[config.mk]
export PLATFORM = sky130hd
export DESIGN_NAME = bus_arbiter
export DESIGN_NICKNAME = d
export VERILOG_FILES = /design/src/design/hdc_pkg.sv /design/src/design/bus_arbiter.sv
export SDC_FILE = /design/constraint.sdc
export NUM_CORES = 1
export LEC_CHECK = 0
export BUFFER_PORTS_ARGS = -buffer_cell sky130_fd_sc_hd__buf_4
export CAP_MARGIN = 20
export CORE_AREA = 2 2 502 504
export CTS_BUF_LIST = sky130_fd_sc_hd__clkbuf_2 sky130_fd_sc_hd__clkbuf_4 sky130_fd_sc_hd__clkbuf_8
export DETAILED_ROUTE_END_ITERATION = 10
export DIE_AREA = 0 0 504 506
export PLACE_DENSITY_LB_ADDON = 0.08
export SYNTH_ARGS = -nofsm -noshare
export SYNTH_HDL_FRONTEND = slang
export SYNTH_SLANG_ARGS = --single-unit
[constraint.sdc]
create_clock -name clk -period 2.7 [get_ports clk]
set_input_delay 0.81 -clock clk [delete_from_list [all_inputs] [get_ports clk]]
set_output_delay 0.81 -clock clk [all_outputs]
set_load 0.03 [all_outputs]
[src/design/hdc_pkg.sv]
`default_nettype none

package hdc_pkg;

    // hypervector geometry
    localparam int DIM   = 256;
    localparam int WORDS = DIM / 32;
    localparam int IDX_W = 3;

    // encoder cores sharing the store bus
    localparam int NUM_CORES = 4;
    localparam int SYM_W     = 8;

    // signed per-dimension counter, -128 .. 127
    localparam int COUNT_W = 8;

    // item memory seed, also the base of every core key
    localparam logic [DIM-1:0] SEED_HV =
        256'h9e3779b9_7f4a7c15_f39cc060_5cedc834_1082276b_f3a27251_f86c6a11_d0c18e95;

    // key of core c is the seed rotated left by c * KEY_SHIFT
    localparam int KEY_SHIFT = 37;

    // left rotation of a hypervector, amount taken modulo DIM
    function automatic logic [DIM-1:0] rotl_hv(input logic [DIM-1:0] hv, input int unsigned amt);
        int unsigned s;
        s = amt % DIM;
        return (hv << s) | (hv >> (DIM - s));
    endfunction

endpackage

`default_nettype wire

[src/design/bus_arbiter.sv]
`default_nettype none

module bus_arbiter
    import hdc_pkg::*;
(
    input  logic                              clk,
    input  logic                              rst_n_i,

    // requests and hypervectors of all cores
    input  logic [NUM_CORES-1:0]              req_i,
    input  logic [NUM_CORES-1:0][DIM-1:0]     hv_i,
    output logic [NUM_CORES-1:0]              grant_o,

    // shared store bus into the bundle buffer
    output logic                              store_o,
    output logic [DIM-1:0]                    store_hv_o
);

    localparam int PTR_W = $clog2(NUM_CORES);

    logic [PTR_W-1:0] last_q;
    logic [PTR_W-1:0] win_idx;
    logic             win_vld;
    logic             store_q;
    logic [DIM-1:0]   store_hv_q;

    // search starts one past the previous winner
    always_comb begin
        win_idx = last_q;
        win_vld = 1'b0;
        for (int i = 1; i <= NUM_CORES; i++) begin
            if (!win_vld && req_i[(int'(last_q) + i) % NUM_CORES]) begin
                win_idx = PTR_W'((int'(last_q) + i) % NUM_CORES);
                win_vld = 1'b1;
            end
        end
    end

    // one-hot grant, same cycle as the pick
    assign grant_o = win_vld ? (NUM_CORES'(1) << win_idx) : '0;

    // pointer and store pulse
    always_ff @(posedge clk or negedge rst_n_i) begin
        if (!rst_n_i) begin
            // core 0 wins first after reset
            last_q  <= PTR_W'(NUM_CORES - 1);
            store_q <= 1'b0;
        end else begin
            store_q <= win_vld;
            if (win_vld) begin
                last_q <= win_idx;
            end
        end
    end

    // winner's hypervector, valid alongside the store pulse
    always_ff @(posedge clk) begin
        if (win_vld) begin
            store_hv_q <= hv_i[win_idx];
        end
    end

    assign store_o    = store_q;
    assign store_hv_o = store_hv_q;

endmodule

`default_nettype wire

==> key figures <==
Run status
  • Status: finished, violations left
  • Violated checks: setup timing

STA
  • Setup violators final: 57
  • Maximum clock rate: between 300 and 400 MHz
  • Setup TNS: -4590 ps
  • RSZ-0062 raised after global routing: yes
  • Fin. Hold Viols: 0
  • Worst slew margin: 0.576
  • Pins Over Slew Limit: 0
  • Final Skew: roughly 71 ps
  • Final worst setup slack: -491 ps
  • Tightest Pin Transition: 635 ps
  • Fin crit period: 3190 ps
  • Final period util: 1.18

GRT
  • GRT overflow: 0
  • All-layer global routing usage: 0.117
  • Initial antenna violation count: 30
  • Largest net degree at the start of global routing: 44
  • First-pass GRT wire length: 203,000 um
  • Vias in the first global route: 21,700

Setup path
  • Slowest CP cell: dfstp_2
  • Worst path cell trace: mux2_4 -> o221a_4 -> nor3_4 -> buf_6
  • Setup CP Type: reg -> out
  • Critical Path Max Stage Delay: roughly 600 ps
  • CP Capture Type: output port
  • Crit-path max FO: 6
  • WP data arrival: between 2000 and 2500 ps
  • Critical Path Start Type: flop
  • Critical Path RT: 1890 ps

Final layout
  • Number of nets in the layout: around 4,200
  • Area Growth Syn to Fin: 120%
  • Share of cells above drive strength 1: 0.560
  • Fin cells: about 6,600
  • Commonest non-fill, non-tap cells in the layout: buf_4, nand2_1, a21oi_1
  • Design area: about 33,000 um^2
  • Most common cell after layout, fill and taps aside: buf_4

Yosys
  • Syn_nets: 2,758
  • Post-Syn Instances: between 1,500 and 2,000
  • Sequential area share after synthesis: 0.512
  • Syn_area_per_cell: 8.78 um^2
  • Predominant post-synthesis flop cell: edfxtp_1
  • Synthesis Warnings: 0
  • Post-synthesis async set-or-reset flop share: 0.0116
  • Synth area leader: edfxtp_1
  • Seq cells post-synth: 259
  • Share of the synthesized area in the top cell type: 0.506
  • Post-Syn Area: 15,200 um^2
  • Post-synth EDFFs: 256
  • Distinct cells, synth: 22
  • Ranking of synthesized cells by area: edfxtp_1, a21oi_1, a22oi_1, nand2_1, buf_2

Die
  • Core ar.: 250,000 um^2
  • Die width: 504 um
  • Die H: between 500 and 600 um
  • Area of the die: 255,000 um^2
  • Initial core utilization: 0.0607
  • # rows: 184
  • I/O pins: between 1,000 and 1,500

CTS
  • CTS Sinks: 259
  • H-tree level count: 3
  • Maximum buffer depth of the clock tree: 3
  • Worst-Skew Late Latency: 770 ps
  • Root Buffer: clkbuf_8
  • Num CTS Buffers: a little over 70
  • CTS tree: built
  • Reg clk slew, reported paths: 60 ps

Detailed routing
  • Routed Antenna Nets: 0
  • Vias post-DR: 20,000
  • Drt drc: 0
  • Drt via density: between 3 and 4
  • DRT Pass-1 Iters: 5
  • Routed wire length: 159,000 um
  • WL per Instance: roughly 24 um
  • DRT iter0 DRCs: about 1,000

Job
  • Max Cap Viol: 0

Pwr
  • Power Density: 1200 nW/um^2
  • Worst vdd ir: 410 uV
  • Pleak: roughly 0.014 uW

Hold path
  • Hold Crit Class: in -> reg

Placement
  • Placed cell count: roughly 6,400
  • IO Port Bufs: 1,290
  • Final Wtd Congestion: 0.799
  • Placed Area: 30,600 um^2
  • DP Wirelength: 132,000 um
-- final timing paths --
kind,startpoint,to,slack [ps],cells after the start
worst max-delay path,last_q[1],grant_o[3],-490,4
worst min-delay path,hv_i[341],store_hv_o[85],410,3
worst max register to register,last_q[1],store_hv_o[98],-130,8
worst min register to register,last_q[0],last_q[1],1380,6
max in group asynchronous,rst_n_i,last_q[0],2070,2
min in group asynchronous,rst_n_i,store_o,430,2
-- synthesized netlist by cell type (2+ instances only) --
cell,instances
a22oi_1,256
dfstp_2,2
clkbuf_1,32
inv_2,2
buf_4,7
a21oi_1,513
edfxtp_1,256
buf_2,113
mux2_2,2
nor3_1,4
buf_6,9
inv_1,3
buf_1,9
nand2_1,512
-- where the power goes --
group | switching (uW) | internal (uW)
logic | 15800 | 10000
registers | 1110 | 7350
clock network | 2570 | 3090
total | 19500 | 20400
-- state kept, by name (all words and copies together) (netlist names) --
register    cells
last_q          2
store_hv_o    256
store_o         1
-- cells by family (layout without fill, tap and decap cells) --
kind of cell / after synthesis / in the layout / synth area share
DFF: 259 / 259 / 0.512
and+or+nand+nor: 521 / 521 / 0.130
other: 0 / 20 / 0
buffers and inverters: 175 / 1682 / 0.0588
muxes: 2 / 2 / 0.00148
AOI/OAI and AO/OA: 771 / 771 / 0.298
-- per-layer routing --
layer / wire length [um] / vias to the layer above / track usage / share of wire
li1: - / 9336 / - / -
met1: 59800 / 9521 / 0.124 / 0.38
met2: 79800 / 967 / 0.206 / 0.50
met3: 15600 / 158 / 0.0527 / 0.098
met4: 3830 / 20 / 0.0373 / 0.024
met5: 128 / - / 0 / 0.00080
-- worst max-delay path, delay by kind of cell, from the launching register on --
family	cells	cell delay (ps)
buf+inv	1	160
compound gates	1	340
simple gates	1	190
mux	1	310
flops	1	600
-- repair_timing --
action                                 in CTS  in global routing
resized for setup                          44                143
setup buffers                               8                  2
pin swaps                                   6                  6
hold buffers                                1                  0
setup endpoints to repair                   9                103
endpoints found under the hold margin       3                  0
gates cloned                                0                 16
-- through the flow --
step | power [uW] | setup slack [ps] | hold slack (ps) | util
final | 39900 | -491 | 407 | 0.134
after global routing | 42800 | -658 | 293 | 0.133
after CTS | 39900 | -711 | 211 | 0.129
after detailed placement | 33200 | -475 | 614 | 0.122
after global placement | 33500 | -470 | 611 | 0.122
after floorplan | 19600 | -2840 | 514 | -
-- layout make-up --
| type | count | area (um^2) |
|---|---|---|
| fillers | 28900 | 217000 |
| flip-flops and latches | 259 | 7760 |
| inverters | 5 | 37.5 |
| well taps | 3348 | 4190 |
| multi-input cells | 1294 | 7190 |
| repair buffers | 1554 | 12800 |
| diodes | 20 | 50.0 |
| clock inverters | 17 | 125 |
| clock buffers | 106 | 1270 |
Power figures use the tool's default switching activity.
